File: src/rtl/copper_pkg.sv
package copper_pkg;

    // one half of a 32-bit instruction
    typedef logic [15:0] word_t;

    // opcode lives in the top nibble of the even word
    typedef enum logic [3:0] {
        OP_WAIT = 4'd0,
        OP_MOVE = 4'd1,
        OP_JUMP = 4'd2,
        OP_END  = 4'd3
    } opcode_t;

    // power-up contents, so that an unloaded program halts at once
    localparam word_t END_FILL_EVEN = {OP_END, 12'h000};
    localparam word_t END_FILL_ODD  = 16'h0000;

    // beam counter width, enough for 2048 lines or pixels
    localparam int BEAM_W = 11;

    // host address sized for the largest program of 1024 instructions
    // plus one bit for the half select
    localparam int HOST_ADDR_W = 11;

    // host word write, addr[0] high means odd (low) word
    typedef struct packed {
        logic [HOST_ADDR_W-1:0] addr;
        word_t                  data;
    } host_wr_t;

    // one video register write
    typedef struct packed {
        logic [7:0] addr;
        word_t      data;
    } reg_wr_t;

    // instruction field layout
    //   WAIT  even[10:0] = vertical target,  odd[10:0] = horizontal target
    //   MOVE  even[7:0]  = register number,  odd       = register data
    //   JUMP  odd[ADDR_W-1:0] = new program counter
    //   END   halts until the next frame start

endpackage
File: src/rtl/copper_exec.sv
`timescale 1ns/10ps

module copper_exec import copper_pkg::*; #(
    parameter int ADDR_W = 10
) (
    input  logic              clk,
    input  logic              rst_n_i,
    input  logic              enable_i,
    input  logic              frame_start_i,
    input  logic [BEAM_W-1:0] v_count_i,
    input  logic [BEAM_W-1:0] h_count_i,
    output logic [ADDR_W-1:0] rd_addr_o,
    input  word_t             even_word_i,
    input  word_t             odd_word_i,
    output logic              reg_wr_o,
    output reg_wr_t           reg_wr_data_o
);

    typedef enum logic [1:0] {
        HALT    = 2'd0,
        FETCH   = 2'd1,
        EXEC    = 2'd2,
        WAITING = 2'd3
    } state_t;

    state_t            state_q;
    state_t            state_d;
    logic [ADDR_W-1:0] pc_q;
    logic [ADDR_W-1:0] pc_d;

    // latched WAIT targets
    logic [BEAM_W-1:0] wait_v_q;
    logic [BEAM_W-1:0] wait_h_q;

    logic              wait_latch;
    logic              move_fire;
    logic              beam_reached;
    opcode_t           opcode;

    // opcode decode is only meaningful in EXEC
    assign opcode = opcode_t'(even_word_i[15:12]);

    // both beam counts must have reached the target
    assign beam_reached = (v_count_i >= wait_v_q) && (h_count_i >= wait_h_q);

    // the program counter addresses both halves directly
    assign rd_addr_o = pc_q;

    always_comb begin
        state_d    = state_q;
        pc_d       = pc_q;
        wait_latch = 1'b0;
        move_fire  = 1'b0;

        if (!enable_i) begin
            // park in HALT until enabled and a new frame starts
            state_d = HALT;
        end else if (frame_start_i) begin
            // a new frame restarts the list even mid-program
            state_d = FETCH;
            pc_d    = '0;
        end else begin
            case (state_q)
                HALT: begin
                    state_d = HALT;
                end

                // address goes out now and the word arrives in EXEC
                FETCH: begin
                    state_d = EXEC;
                end

                EXEC: begin
                    case (opcode)
                        OP_WAIT: begin
                            wait_latch = 1'b1;
                            state_d    = WAITING;
                        end
                        OP_MOVE: begin
                            move_fire = 1'b1;
                            pc_d      = pc_q + ADDR_W'(1);
                            state_d   = FETCH;
                        end
                        OP_JUMP: begin
                            pc_d    = odd_word_i[ADDR_W-1:0];
                            state_d = FETCH;
                        end
                        OP_END: begin
                            state_d = HALT;
                        end
                        // unknown opcodes stop the list like END
                        default: begin
                            state_d = HALT;
                        end
                    endcase
                end

                WAITING: begin
                    if (beam_reached) begin
                        pc_d    = pc_q + ADDR_W'(1);
                        state_d = FETCH;
                    end
                end

                default: begin
                    state_d = HALT;
                end
            endcase
        end
    end

    always_ff @(posedge clk or negedge rst_n_i) begin
        if (!rst_n_i) begin
            state_q <= HALT;
            pc_q    <= '0;
        end else begin
            state_q <= state_d;
            pc_q    <= pc_d;
        end
    end

    // targets are held for the whole WAITING stretch
    always_ff @(posedge clk) begin
        if (wait_latch) begin
            wait_v_q <= even_word_i[BEAM_W-1:0];
            wait_h_q <= odd_word_i[BEAM_W-1:0];
        end
    end

    // write strobe is registered out of the EXEC cycle
    always_ff @(posedge clk or negedge rst_n_i) begin
        if (!rst_n_i) begin
            reg_wr_o <= 1'b0;
        end else begin
            reg_wr_o <= move_fire;
        end
    end

    always_ff @(posedge clk) begin
        if (move_fire) begin
            reg_wr_data_o.addr <= even_word_i[7:0];
            reg_wr_data_o.data <= odd_word_i;
        end
    end

    // a register write can only come from a MOVE decoded in EXEC
    a_wr_from_exec: assert property (
        @(posedge clk) disable iff (!rst_n_i)
        reg_wr_o |-> $past(state_q) == EXEC
    ) else $error("copper_exec: register write not issued from EXEC");

    // MOVE needs a FETCH first, so writes are at least two cycles apart
    a_wr_single: assert property (
        @(posedge clk) disable iff (!rst_n_i)
        reg_wr_o |=> !reg_wr_o
    ) else $error("copper_exec: back-to-back register write");

endmodule

File: config.mk
export PLATFORM = sky130hd
export DESIGN_NAME = copper_exec
export DESIGN_NICKNAME = d
export VERILOG_FILES = /design/src/rtl/copper_pkg.sv /design/src/rtl/copper_exec.sv
export SDC_FILE = /design/constraint.sdc
export NUM_CORES = 1
export LEC_CHECK = 0
export BUFFER_PORTS_ARGS = -buffer_cell sky130_fd_sc_hd__buf_2
export CAP_MARGIN = 20
export CELL_PAD_IN_SITES_DETAIL_PLACEMENT = 1
export CELL_PAD_IN_SITES_GLOBAL_PLACEMENT = 1
export CORE_UTILIZATION = 36
export DETAILED_ROUTE_END_ITERATION = 10
export PLACE_DENSITY_LB_ADDON = 0.1
export SKIP_CTS_REPAIR_TIMING = 1
export SLEW_MARGIN = 20
export SYNTH_ARGS = -nofsm -noshare
export SYNTH_HDL_FRONTEND = slang
export SYNTH_SLANG_ARGS = --single-unit
File: constraint.sdc
create_clock -name clk -period 2.5 [get_ports clk]
set_clock_uncertainty 0.1 [all_clocks]
set_input_delay 0.25 -clock clk [delete_from_list [all_inputs] [get_ports clk]]
set_output_delay 0.25 -clock clk [all_outputs]
set_load 0.005 [all_outputs]
# --- Yosys cells after proc, flatten, opt, wreduce, memory -nomap -nowiden ---
# Index checks and enable logic that the tools add are counted.
op_classes:
  addsub: 1
  n_lt_le_gt_ge: 2
  n_eq_ne: 8
  mux: 17
  n_reduce_logical: 6
ops:
  columns: ["operator", "n"]
  rows:
  - ["one-hot mux 10 bit (2 select lines)", 2]
  - ["greater-or-equal comparator 11 bit", 2]
  - ["2-to-1 mux 10 bit", 2]
  - ["adder 10 x 1 -> 10 bit (second input constant)", 1]
  - ["2-to-1 mux 1 bit", 8]
  - ["inequality test 4 bit (second input constant)", 2]
  - ["one-hot mux 2 bit (4 select lines)", 1]
  - ["2-to-1 mux 2 bit", 3]
  - ["== test 2 bit (second input constant)", 2]
  - ["== test 4 x 1 -> 1 bit (second input constant)", 1]
  - ["== test 4 x 2 -> 1 bit (second input constant)", 1]
  - ["logical NOT 4 bit", 1]
  - ["one-hot mux 2 bit (2 select lines)", 1]
  - ["AND reduction 4 bit", 1]
  - ["inequality test 3 bit (second input constant)", 1]
  - ["nonzero test 3 bit", 1]
  - ["== test 2 x 1 -> 1 bit (second input constant)", 1]
  - ["logical NOT 2 bit", 1]
  - ["OR reduction 2 bit", 1]
  - ["logical AND 1 bit", 1]
totals:
  reg_bits: 59
  out_inout_bits: 35

# --- Logic depth before layout (Yosys ltp) ---
# Gate-level depths: netlist of the first run.
logic_depth:
  word_depth: 6
  depth_mapped: 9

# --- Worst setup path after synthesis of the first run ---
# Ideal clock, no wire load.
synth_path:
  path_kind: "register to register"
  startpoint: "reg state_q[0]"
  endpoint: "reg reg_wr_data_o[0] (netlist bit), enable pin"
  setup_time_ns: 0.406
  arrival_ns: 1.791
  t_required_ns: 1.994
  slack_ns: 0.203
  path_stages_with_launch: 5
  synth_period_minus_slack_ns: 2.297
  cell_sequence: "dfrtp_1 -> buf_4 -> nor2_1 -> nand4_1 -> nor2_1"
synth_between:
  elab_chain_cells: 4
synth_lines:
  columns: ["element", "line", "rtl"]
  rows:
  - ["start, declared", "copper_exec.sv:26", "state_t state_q;"]
  - ["start signal, assigned", "copper_exec.sv:117", "state_q <= state_d;"]
  - ["== test 2 bit", "copper_exec.sv:63", "case (state_q)"]
  - ["2-to-1 mux 1 bit", "copper_exec.sv:63", null]
  - ["2-to-1 mux 1 bit", "copper_exec.sv:58", "end else if (frame_start_i) begin"]
  - ["2-to-1 mux 1 bit", "copper_exec.sv:55", "if (!enable_i) begin"]
  - ["via move_fire", "copper_exec.sv:36", "logic move_fire;"]
  - ["end, declared", "copper_exec.sv:16", "output reg_wr_t reg_wr_data_o"]
# The timed path passes the listed nets, and every way through them passes these cells.
# A chain may end at the register's enable or synchronous reset.

# --- Worst setup path in the final report of the first run ---
layout_path:
  startpoint: "reg wait_v_q[4]"
  endpoint: "reg pc_q[4] (netlist: rd_addr_o[4])"
layout_between:
  elab_chain_cells: 4
layout_lines:
  columns: ["element", "line", "rtl"]
  rows:
  - ["start, declared", "copper_exec.sv:32", "logic [BEAM_W-1:0] wait_v_q;"]
  - ["start signal, assigned", "copper_exec.sv:125", "wait_v_q <= even_word_i[BEAM_W-1:0];"]
  - ["greater-or-equal comparator 11 bit", "copper_exec.sv:44", "assign beam_reached = (v_count_i >= wait_v_q) && (h_count_i >= wait_h_q);"]
  - ["logical AND 1 bit", "copper_exec.sv:44", null]
  - ["inequality test 3 bit (no line)", null, null]
  - ["AND reduction 4 bit (no line)", null, null]
  - ["end signal, assigned", "copper_exec.sv:118", "pc_q <= pc_d;"]
  - ["end, declared", "copper_exec.sv:28", "logic [ADDR_W-1:0] pc_q;"]
# Every way passes these cells.

==> impl_results.md, run 1 <==
- Routed len/inst: 15.6 µm
- Combinational group share of total power: 15.5%
- Die W: 90.8 µm
- Status: completed
- Non-Filler Instances: 452
- Synth warnings: 0
- Post-synthesis net count: 304
- Vias in the first global route: 2273
- Area occupied by registers: 1710 µm²
- Final setup vio count: 0
- Crit path required time: 2.62 ns
- Dominant synthesized flop cell: edfxtp_1
- First-pass GRT wire length: 11200 µm
- R2r setup slk: 0.11 ns
- Core footprint: 7690 µm²
- Top Ports: 93
- Syn Std Cell Area: 2840 µm²
- CP Cell Sequence: inv_1 > ha_1 > nand4_1 > a21oi_1 > o311ai_1 > a32o_2 > a2bb2oi_4 > buf_4 > a221o_1
- Root Driver: clkbuf_8
- CP Depth: 9
- WL final: 7030 µm
- Endpoints failing hold: 0
- Leading cell types in the layout, fill and taps excluded: 91 x buf_2, 46 x edfxtp_1, 24 x inv_1
- Detailed Place HPWL: 5150 µm
- FMAX: 0.418 GHz
- RR Startpoint: wait_v_q[4]$_DFFE_PP_
- Cells after Synth: 223
- Gr ovfl total: 0
- Placer Congestion: 0.745
- Syn_area_per_cell: 12.7 µm²
- Time the worst path needs with I/O delays and setup: 2.39 ns
- Area delta synth->final: 33.3%
- Worst Reg2Reg Path Length in Cells: 9
- Fill cells: 867
- Most common cell after layout, fill and taps aside: buf_2
- CP bufs+invs: 2
- Hold WC Path Type: in -> reg
- Clock tree buffer depth: 2
- FF+latch count, synth: 59
- Initial antenna violation count: 0
- LEAKAGE: 1.66 nW
- Synth async-reset ratio: 22.0%
- Number of synthesized flops with an enable pin: 46
- Pin count of the biggest net entering global routing: 26
- P_sw: 0.633 mW
- Register area share after synthesis: 60.1%
- Clock power share: 31.5%
- Number of buffers added on ports: 91
- Synth cell types: 41
- Power Dens Cells: 610 nW/µm²
- FP Rows: 32
- # DRC: 0
- Worst-path clk slew: 0.07 ns
- Max_slew headroom: 65.9%
- Number of max-cap violations: 0
- Router iterations before antenna repair: 4
- GRT Overall Usage: 17.9%
- Crit path max fanout: 6
- Reg-to-Reg End: rd_addr_o[4]$_DFFE_PN0P_
- Setup CP Type: reg -> reg
- CP arrival: 2.51 ns
- Setup crit start kind: flop
- Area of the multi-input gates: 1030 µm²
- Tightest Pin Transition: 0.509 ns
- Dpl cells: 419
- HP Start: even_word_i[7]
- DRT antenna net count: 0
- Crit-path max cell delay: 0.36 ns
- Hold-critical path depth: 1
- Crit-path slowest cell: a32o_2
- Vias per cell: 4.97
- Setup repair after global routing missed its margin: true
- Initial DRC Count: 64
- Tcrit/Tclk final: 95.7%
- Die Y: 90.8 µm
- H-tree levels: 3
- Antenna cells: 0
- Share of layout cells above drive strength 1: 34.3%
- Nets: 426
- WHS Endpoint: wait_v_q[7]$_DFFE_PP_
- Vias: 2246
- WHS: 0.0115 ns
- CP top delay family: compound AO/OA/AOI/OAI gates
- Initial core utilization: 37.0%
- Die Area: 8250 µm²
- Crit end category: flop
- Final Max Slew Viols: 0
- Part of the power in registers: 53.0%
- CTS tree: yes
- CTS Sinks: 59
- Internal power: 1.68 mW
- VDD IR max: 0.000290 V
- Sw Ratio: 27.4%
- CTS buffer count: 9
- Worst-Skew Late Latency: 0.33 ns
## state kept, by name, summed over array words and instances, names as in the netlist
name,cells
wait_v_q,11
rd_addr_o,10
reg_wr_data_o,24
reg_wr_o,1
state_q,2
wait_h_q,11
## cell families (layout without fill, tap and decap cells)
| logic type | count (synthesis) | after routing | share of synthesized area [%] |
|---|---|---|---|
| mux | 1 | 1 | 0.528 |
| compound gates | 47 | 47 | 12.9 |
| fa+ha+maj | 23 | 23 | 10.1 |
| xor+xnor | 1 | 1 | 0.308 |
| simple gates | 64 | 64 | 11.8 |
| buf+inv | 28 | 155 | 4.23 |
| flops | 59 | 59 | 60.1 |
## Yosys cell counts, types with 2 or more instances
cell type	instances	area [µm²]
and3_1	9	56.3
and2_1	2	12.5
inv_1	24	90.1
a211o_1	2	17.5
edfxtp_1	46	1380
nor2b_1	3	18.8
o211ai_1	2	15.0
buf_4	3	22.5
nand4_1	7	43.8
dfrtp_1	13	325
nand3_1	7	35.0
ha_1	23	288
a21o_1	2	15.0
nor3_1	6	30.0
a21oi_1	15	75.1
o21ai_0	5	25.0
nand2_1	7	26.3
a221o_1	7	70.1
nor2_1	16	60.1
a311oi_1	3	26.3
## power groups by stage
| stage | Sequential, mW | Combinational, mW | Clock [mW] |
|---|---|---|---|
| floorplan | 1.22 | 0.172 | 0 |
| detailed placement | 1.24 | 0.338 | 0 |
| global route | 1.24 | 0.399 | 0.784 |
| global placement | 1.24 | 0.329 | 0 |
| CTS | 1.22 | 0.340 | 0.754 |
| finish | 1.22 | 0.357 | 0.728 |
## routing by layer
metal  vias up  share of wire, %  GRT usage, %  wire, µm
met4         0               1.1          8.47        78
met5         -                 0             0         0
met2        56                52          30.4      3660
met3         5               4.8          4.46       338
li1       1096                 -             -         -
met1      1089                42          21.1      2960
## per-stage QoR
| step | utilization [%] | setup TNS, ns | worst slack, ns | instance area [µm²] | power (mW) |
|---|---|---|---|---|---|
| final | 49.3 | 0 | 0.107 | 3790 | 2.31 |
| after CTS | 47.0 | 0 | 0.104 | 3610 | 2.31 |
| after floorplan | - | 0 | 0.203 | 2840 | 1.39 |
| after detailed placement | 44.9 | 0 | 0.0890 | 3450 | 1.58 |
| after global routing | 49.3 | -0.0890 | -0.0466 | 3790 | 2.42 |
| after global placement | 44.9 | 0 | 0.138 | 3450 | 1.57 |
## cell type report
type | instances | area share (%)
Sequential cell | 59 | 45.1
Multi-Input combinational cell | 136 | 27.1
Timing Repair Buffer | 115 | 17.8
Clock buffer | 10 | 3.37
Tap cell | 102 | 3.37
Inverter | 24 | 2.38
Clock inverter | 6 | 0.859
## worst max path at each step
stage | from | end | slack (ns)
detailed placement | v_count_i[4] | rd_addr_o[4]$_DFFE_PN0P_ | 0.09
CTS | wait_v_q[2]$_DFFE_PP_ | rd_addr_o[4]$_DFFE_PN0P_ | 0.10
finish | wait_v_q[4]$_DFFE_PP_ | rd_addr_o[4]$_DFFE_PN0P_ | 0.11
global route | wait_v_q[4]$_DFFE_PP_ | rd_addr_o[3]$_DFFE_PN0P_ | -0.05
floorplan | state_q[0]$_DFFE_PN0P_ | reg_wr_data_o[0]$_DFFE_PP_ | 0.20
global placement | v_count_i[4] | rd_addr_o[6]$_DFFE_PN0P_ | 0.14
Power figures use the tool's default switching activity.
==> run 2, diff against run 1 <==
- CORE_ASPECT_RATIO: not set -> 0.6
- CORE_UTILIZATION: 36 -> 39
- clock period: 2.5 -> 2.35 ns (I/O delays scaled with it)
==> run 2 against run 1 <==
Net effect:
- the flow now finishes with violations (DRC)
- sequential cell count is the same
- total power grew 30%
- sequential power grew 7%
- final cell count shrank 3.1%
- worst hold slack lost 0.0054 ns
- combinational power grew 14%
- count of clock-buffer cells in the layout grew 5
- first-iteration DRC count grew 55%
- cell area grew 6.0%
- sequential share of layout area shrank 2.6 points
- via count grew 0.62%
- fmax grew 3.7%
==> impl_results.md, run 2 (synthesis results as in run 1) <==
- Status: finished with violations
- Failing checks: DRC
- FMAX: 0.433 GHz (+3.7%)
- Worst-Skew Late Latency: 0.33 ns (about the same)
- Most common cell after layout, fill and taps aside: buf_2
- Final setup vio count: 0 (unchanged)
- Tcrit/Tclk final: 98.2% (+2.5 points)
- Top Ports: 93 (unchanged)
- CTS Sinks: 59 (unchanged)
- GRT Overall Usage: 21.4% (+3.5 points)
- Area delta synth->final: 41.3%
- Top Registers: reg_wr_data_o x24, wait_h_q x11, wait_v_q x11
- Part of the power in registers: 43.4% (-9.6 points)
- Number of buffers added on ports: 91 (unchanged)
- Max reg flops: 24 (unchanged)
- Antenna cells: 0 (unchanged)
- Endpoints failing hold: 0 (unchanged)
- Max_slew headroom: 66.8% (+0.87 points)
- Setup repair after global routing missed its margin: true
- Hold-critical path depth: 1 (unchanged)
- P_sw: 0.732 mW (+16%)
- First-pass GRT wire length: 11600 µm (+4.4%)
- Share of layout cells above drive strength 1: 38.7% (+4.5 points)
- Detailed Place HPWL: 5610 µm (+8.8%)
- R2r setup slk: 0.04 ns (-0.06 ns)
- Root Driver: clkbuf_16
- Initial core utilization: 41.5% (+4.5 points)
- Vias in the first global route: 2102 (-7.5%)
- Tightest Pin Transition: 0.497 ns (-0.0126 ns)
- Placer Congestion: 0.840 (+13%)
- Crit-path slowest cell: edfxtp_1
- Die Area: 7640 µm² (-7.4%)
- Die W: 112 µm (+24%)
- FP Rows: 23 (-28%)
- Pin count of the biggest net entering global routing: 23 (-12%)
- Vias per cell: 5.16 (+3.8%)
- Number of max-cap violations: 0 (unchanged)
- Time the worst path needs with I/O delays and setup: 2.31 ns (-0.0851 ns)
- Hold WC Path Type: in -> reg
- Worst-path clk slew: 0.05 ns (-0.02 ns)
- Power Dens Cells: 750 nW/µm² (+23%)
- Nets: 427 (+0.23%)
- Crit path max fanout: 5 (-1)
- VDD IR max: 0.000493 V (+70%)
- Initial antenna violation count: 0 (unchanged)
- Internal power: 2.28 mW (+36%)
- Clock tree buffer depth: 2 (unchanged)
- Clock power share: 43.1% (+12 points)
- WL final: 8270 µm (+18%)
- Leading cell types in the layout, fill and taps excluded: 91 x buf_2, 46 x edfxtp_1, 21 x inv_1
- CP Cell Sequence: inv_2 > ha_4 > nand4_1 > nor3_2 > o31ai_2 > a32o_2 > a2bb2oi_4 > buf_6 > a221o_1
- Crit end category: flop
- Core footprint: 6850 µm² (-11%)
- Setup CP Type: reg -> reg
- DRT antenna net count: 0 (unchanged)
- Combinational group share of total power: 13.5% (-2.0 points)
- LEAKAGE: 1.75 nW (+5.1%)
- Routed len/inst: 18.9 µm (+21%)
- Power Total: 3.01 mW (+30%)
- Die Y: 68.1 µm (-25%)
- CTS buffer count: 9 (unchanged)
- Worst Reg2Reg Path Length in Cells: 9 (unchanged)
- Initial DRC Count: 99 (+55%)
- Crit path required time: 2.46 ns (-0.16 ns)
- Non-Filler Instances: 438 (-3.1%)
- Gr ovfl total: 0 (unchanged)
- H-tree levels: 3 (unchanged)
- Setup crit start kind: flop
- CP arrival: 2.41 ns (-0.10 ns)
- Top reg by flops: reg_wr_data_o
- Vias: 2260 (+0.62%)
- Final Max Slew Viols: 0 (unchanged)
- Sw Ratio: 24.3% (-3.1 points)
- CTS tree: yes
- Router iterations before antenna repair: 9 (+5)
- Crit-path max cell delay: 0.34 ns (-0.02 ns)
- Dpl cells: 407 (-2.9%)
- # DRC: 4 (+4)
-- run 2: cell type report --
class | count | area (µm²)
clock buffers | 15 | 298
clock inverters | 1 | 5.00
fillers | 750 | 2830
inverters | 24 | 90.1
multi-input cells | 136 | 1100
flip-flops and latches | 59 | 1710
well taps | 87 | 109
repair buffers | 116 | 704
-- run 2: critical path, delay by kind of cell (launching register included) --
family	cells	cell delay, ns
flops	1	0.34
simple gates	2	0.40
buf+inv	2	0.20
compound gates	4	0.88
fa+ha+maj	1	0.26
-- run 2: path summary, 6_finish.rpt --
check,start,end
max,wait_h_q[9]$_DFFE_PP_,rd_addr_o[8]$_DFFE_PN0P_
min,even_word_i[3],reg_wr_data_o[19]$_DFFE_PP_
max reg2reg,wait_h_q[9]$_DFFE_PP_,rd_addr_o[8]$_DFFE_PN0P_
min reg2reg,rd_addr_o[9]$_DFFE_PN0P_,rd_addr_o[9]$_DFFE_PN0P_
max in group asynchronous,rst_n_i,rd_addr_o[2]$_DFFE_PN0P_
min in group asynchronous,rst_n_i,rd_addr_o[0]$_DFFE_PN0P_
-- run 2: metrics by stage --
stage / utilization (%) / instance area [µm²] / setup TNS, ns / setup WS (ns) / hold slack, ns
5_1_grt: 58.6 / 4020 / -0.280 / -0.0463 / 0.000299
4_1_cts: 55.1 / 3770 / -0.238 / -0.0428 / -0.293
3_3_place_gp: 50.6 / 3470 / 0 / 0.0188 / 0.0630
3_5_place_dp: 50.6 / 3470 / -0.0919 / -0.0254 / 0.0599
6_report: 58.6 / 4020 / 0 / 0.0424 / 0.00614
2_1_floorplan: - / 2840 / 0 / 0.0531 / -0.161
-- run 2: power by group through the flow --
stage	combinational [mW]	sequential (mW)	clock (mW)
global route	0.454	1.32	1.37
CTS	0.377	1.30	1.31
global placement	0.363	1.32	0
detailed placement	0.373	1.32	0
finish	0.407	1.31	1.30
floorplan	0.183	1.30	0
-- run 2: metal layers --
| layer | vias up | global-route usage (%) | share of wire, % |
|---|---|---|---|
| met2 | 59 | 31.0 | 45 |
| met5 | - | 0 | 0 |
| met3 | 10 | 7.17 | 5.0 |
| met1 | 1093 | 29.7 | 49 |
| met4 | 0 | 8.00 | 1.2 |
| li1 | 1098 | - | - |
==> run 3, diff against run 2 <==
==> constraint.sdc (replaced) <==
create_clock -name clk -period 2.35 [get_ports clk]
set_clock_uncertainty 0.1 [all_clocks]
set_input_delay 0.1175 -clock clk [delete_from_list [all_inputs] [get_ports clk]]
set_output_delay 0.1175 -clock clk [all_outputs]
set_load 0.005 [all_outputs]
==> run 3 against run 2 <==
Net effect:
- the run still ends with DRC left
- sequential cell count unchanged
- fmax down 1.2%
- first-iteration DRC count down 20%
- critical path type unchanged
- largest cell class unchanged
- worst hold slack better by 0.078 ns
- die area unchanged
- critical endpoint is now rd_addr_o[4]$_DFFE_PN0P_
==> impl_results.md, run 3 (synthesis results as in run 1) <==
- CTS Sinks: 59 (unchanged)
- Worst slack at placement: -0.0359 ns (-0.0105 ns)
- Endpoints failing hold: 0 (unchanged)
- Top Ports: 93 (unchanged)
- Vias per cell: 5.13 (-0.62%)
- DRT antenna net count: 0 (unchanged)
- Hold-critical path depth: 3 (+2)
- Worst Reg2Reg Path Length in Cells: 9 (unchanged)
- VDD IR max: 0.000418 V (-15%)
- Time the worst path needs with I/O delays and setup: 2.34 ns (+0.0285 ns)
- RR Startpoint: wait_h_q[10]$_DFFE_PP_
- Vias in the first global route: 2209 (+5.1%)
- Crit path required time: 2.45 ns (about the same)
- Nets: 442 (+3.5%)
- WHS Endpoint: state_q[0]$_DFFE_PN0P_
- Worst-Skew Late Latency: 0.33 ns (about the same)
- Antenna cells: 0 (unchanged)
- Initial core utilization: 41.5% (unchanged)
- Vias: 2323 (+2.8%)
- Die Area: 7640 µm² (unchanged)
- Setup crit start kind: flop
- Tightest Pin Transition: 0.427 ns (-0.0694 ns)
- FMAX: 0.428 GHz (-1.2%)
- Power Dens Cells: 706 nW/µm² (-5.9%)
- FP Rows: 23 (unchanged)
- Initial antenna violation count: 0 (unchanged)
- Status: finished with violations
- Core footprint: 6850 µm² (unchanged)
- Gr ovfl total: 0 (unchanged)
- Router iterations before antenna repair: 10 (+1)
- Area occupied by registers: 1710 µm² (unchanged)
- Worst setup margin: 0.0139 ns (-0.0285 ns)
- Placer Congestion: 0.812 (-3.3%)
- R2r setup slk: 0.01 ns (-0.03 ns)
- Die Y: 68.1 µm (unchanged)
- Tcrit/Tclk final: 99.4% (+1.2 points)
- CP arrival: 2.44 ns (+0.03 ns)
- Setup repair after global routing missed its margin: true
- Fill cells: 729 (-2.8%)
- LEAKAGE: 1.79 nW (+2.6%)
- HP Start: frame_start_i
- Most common cell after layout, fill and taps aside: buf_2
- WL final: 8240 µm (-0.39%)
- Final Max Slew Viols: 0 (unchanged)
- Routed len/inst: 18.2 µm (-3.7%)
- Share of layout cells above drive strength 1: 36.9% (-1.9 points)
- Failing checks: DRC
- Root Driver: clkbuf_16
- Max_slew headroom: 71.4% (+4.6 points)
- Initial DRC Count: 79 (-20%)
- Worst-path clk slew: 0.05 ns (about the same)
- Number of max-cap violations: 0 (unchanged)
- Clock tree buffer depth: 2 (unchanged)
- Area delta synth->final: 46.3%
- First-pass GRT wire length: 11800 µm (+1.4%)
- Detailed Place HPWL: 5580 µm (-0.54%)
- Final setup vio count: 0 (unchanged)
- CTS buffer count: 9 (unchanged)
- Reg-to-Reg End: rd_addr_o[4]$_DFFE_PN0P_
- Hold WC Path Type: in -> reg
- Power Total: 2.93 mW (-2.6%)
- CTS tree: yes
- GRT Overall Usage: 21.6% (+0.28 points)
- Dpl cells: 407 (unchanged)
- Top reg by flops: reg_wr_data_o
- Crit end category: flop
- Max reg flops: 24 (unchanged)
- Area of the multi-input gates: 1120 µm² (+1.8%)
- Crit path max fanout: 4 (-1)
- Non-Filler Instances: 453 (+3.4%)
- Setup CP Type: reg -> reg
- Number of buffers added on ports: 91 (unchanged)
- # DRC: 3 (-1)
- Die W: 112 µm (unchanged)
- Top Registers: reg_wr_data_o x24, wait_h_q x11, wait_v_q x11
- H-tree levels: 3 (unchanged)
- Leading cell types in the layout, fill and taps excluded: 91 x buf_2, 46 x edfxtp_1, 30 x dlygate4sd3_1
- Pin count of the biggest net entering global routing: 26 (+13%)
run 3: cell count changes in the layout (fill, tap and decap cells not counted), sizes merged:
cell / change
clkinv: +1
clkbuf: -1
dlygate4sd3: +15
run 3: stage by stage:
| stage | instance area, µm² | hold WS, ns | setup TNS [ns] | utilization, % |
|---|---|---|---|---|
| after floorplan | 2840 | -0.278 | 0 | - |
| after global placement | 3470 | -0.0566 | 0 | 50.6 |
| after detailed placement | 3470 | -0.0556 | -0.122 | 50.6 |
| after CTS | 3740 | -0.414 | -0.332 | 54.6 |
| after global routing | 4160 | 0.0974 | -0.614 | 60.7 |
| final | 4160 | 0.0846 | 0 | 60.7 |
run 3: worst max-delay path by stage:
stage	startpoint	endpoint	slack (ns)	depth (start not counted)
CTS	wait_h_q[7]$_DFFE_PP_	rd_addr_o[4]$_DFFE_PN0P_	-0.06	9
global placement	wait_h_q[8]$_DFFE_PP_	rd_addr_o[7]$_DFFE_PN0P_	0.06	9
detailed placement	wait_h_q[8]$_DFFE_PP_	rd_addr_o[8]$_DFFE_PN0P_	-0.04	9
finish	wait_h_q[10]$_DFFE_PP_	rd_addr_o[4]$_DFFE_PN0P_	0.01	9
global route	wait_h_q[10]$_DFFE_PP_	rd_addr_o[7]$_DFFE_PN0P_	-0.09	9
floorplan	state_q[0]$_DFFE_PN0P_	reg_wr_data_o[0]$_DFFE_PP_	0.05	4
run 3: metal layers:
metal	routed length [µm]	track usage [%]
met5	0	0
met2	3860	33.2
met4	67	6.50
met3	533	7.97
met1	3770	28.8
run 3: layout make-up:
cell class / count / share of cell area, %
inverters: 24 / 2.17
flip-flops and latches: 59 / 41.1
repair buffers: 131 / 20.6
well taps: 87 / 2.62
clock buffers: 14 / 6.35
clock inverters: 2 / 0.241
multi-input cells: 136 / 27.0
run 3: report_power, final:
part	total [mW]	internal, mW	switching (mW)
Clock	1.19	0.766	0.426
Combinational	0.427	0.248	0.179
Sequential	1.31	1.19	0.120
Total	2.93	2.21	0.725
run 3: critical path: stages (launching register included):
cell and delay [ns]:
edfxtp_1 0.33, inv_1 0.07, ha_4 0.27, nand4_1 0.22
nor3_2 0.20, o31ai_1 0.10, a32o_2 0.30, a2bb2oi_4 0.18
buf_6 0.13, a221o_1 0.31
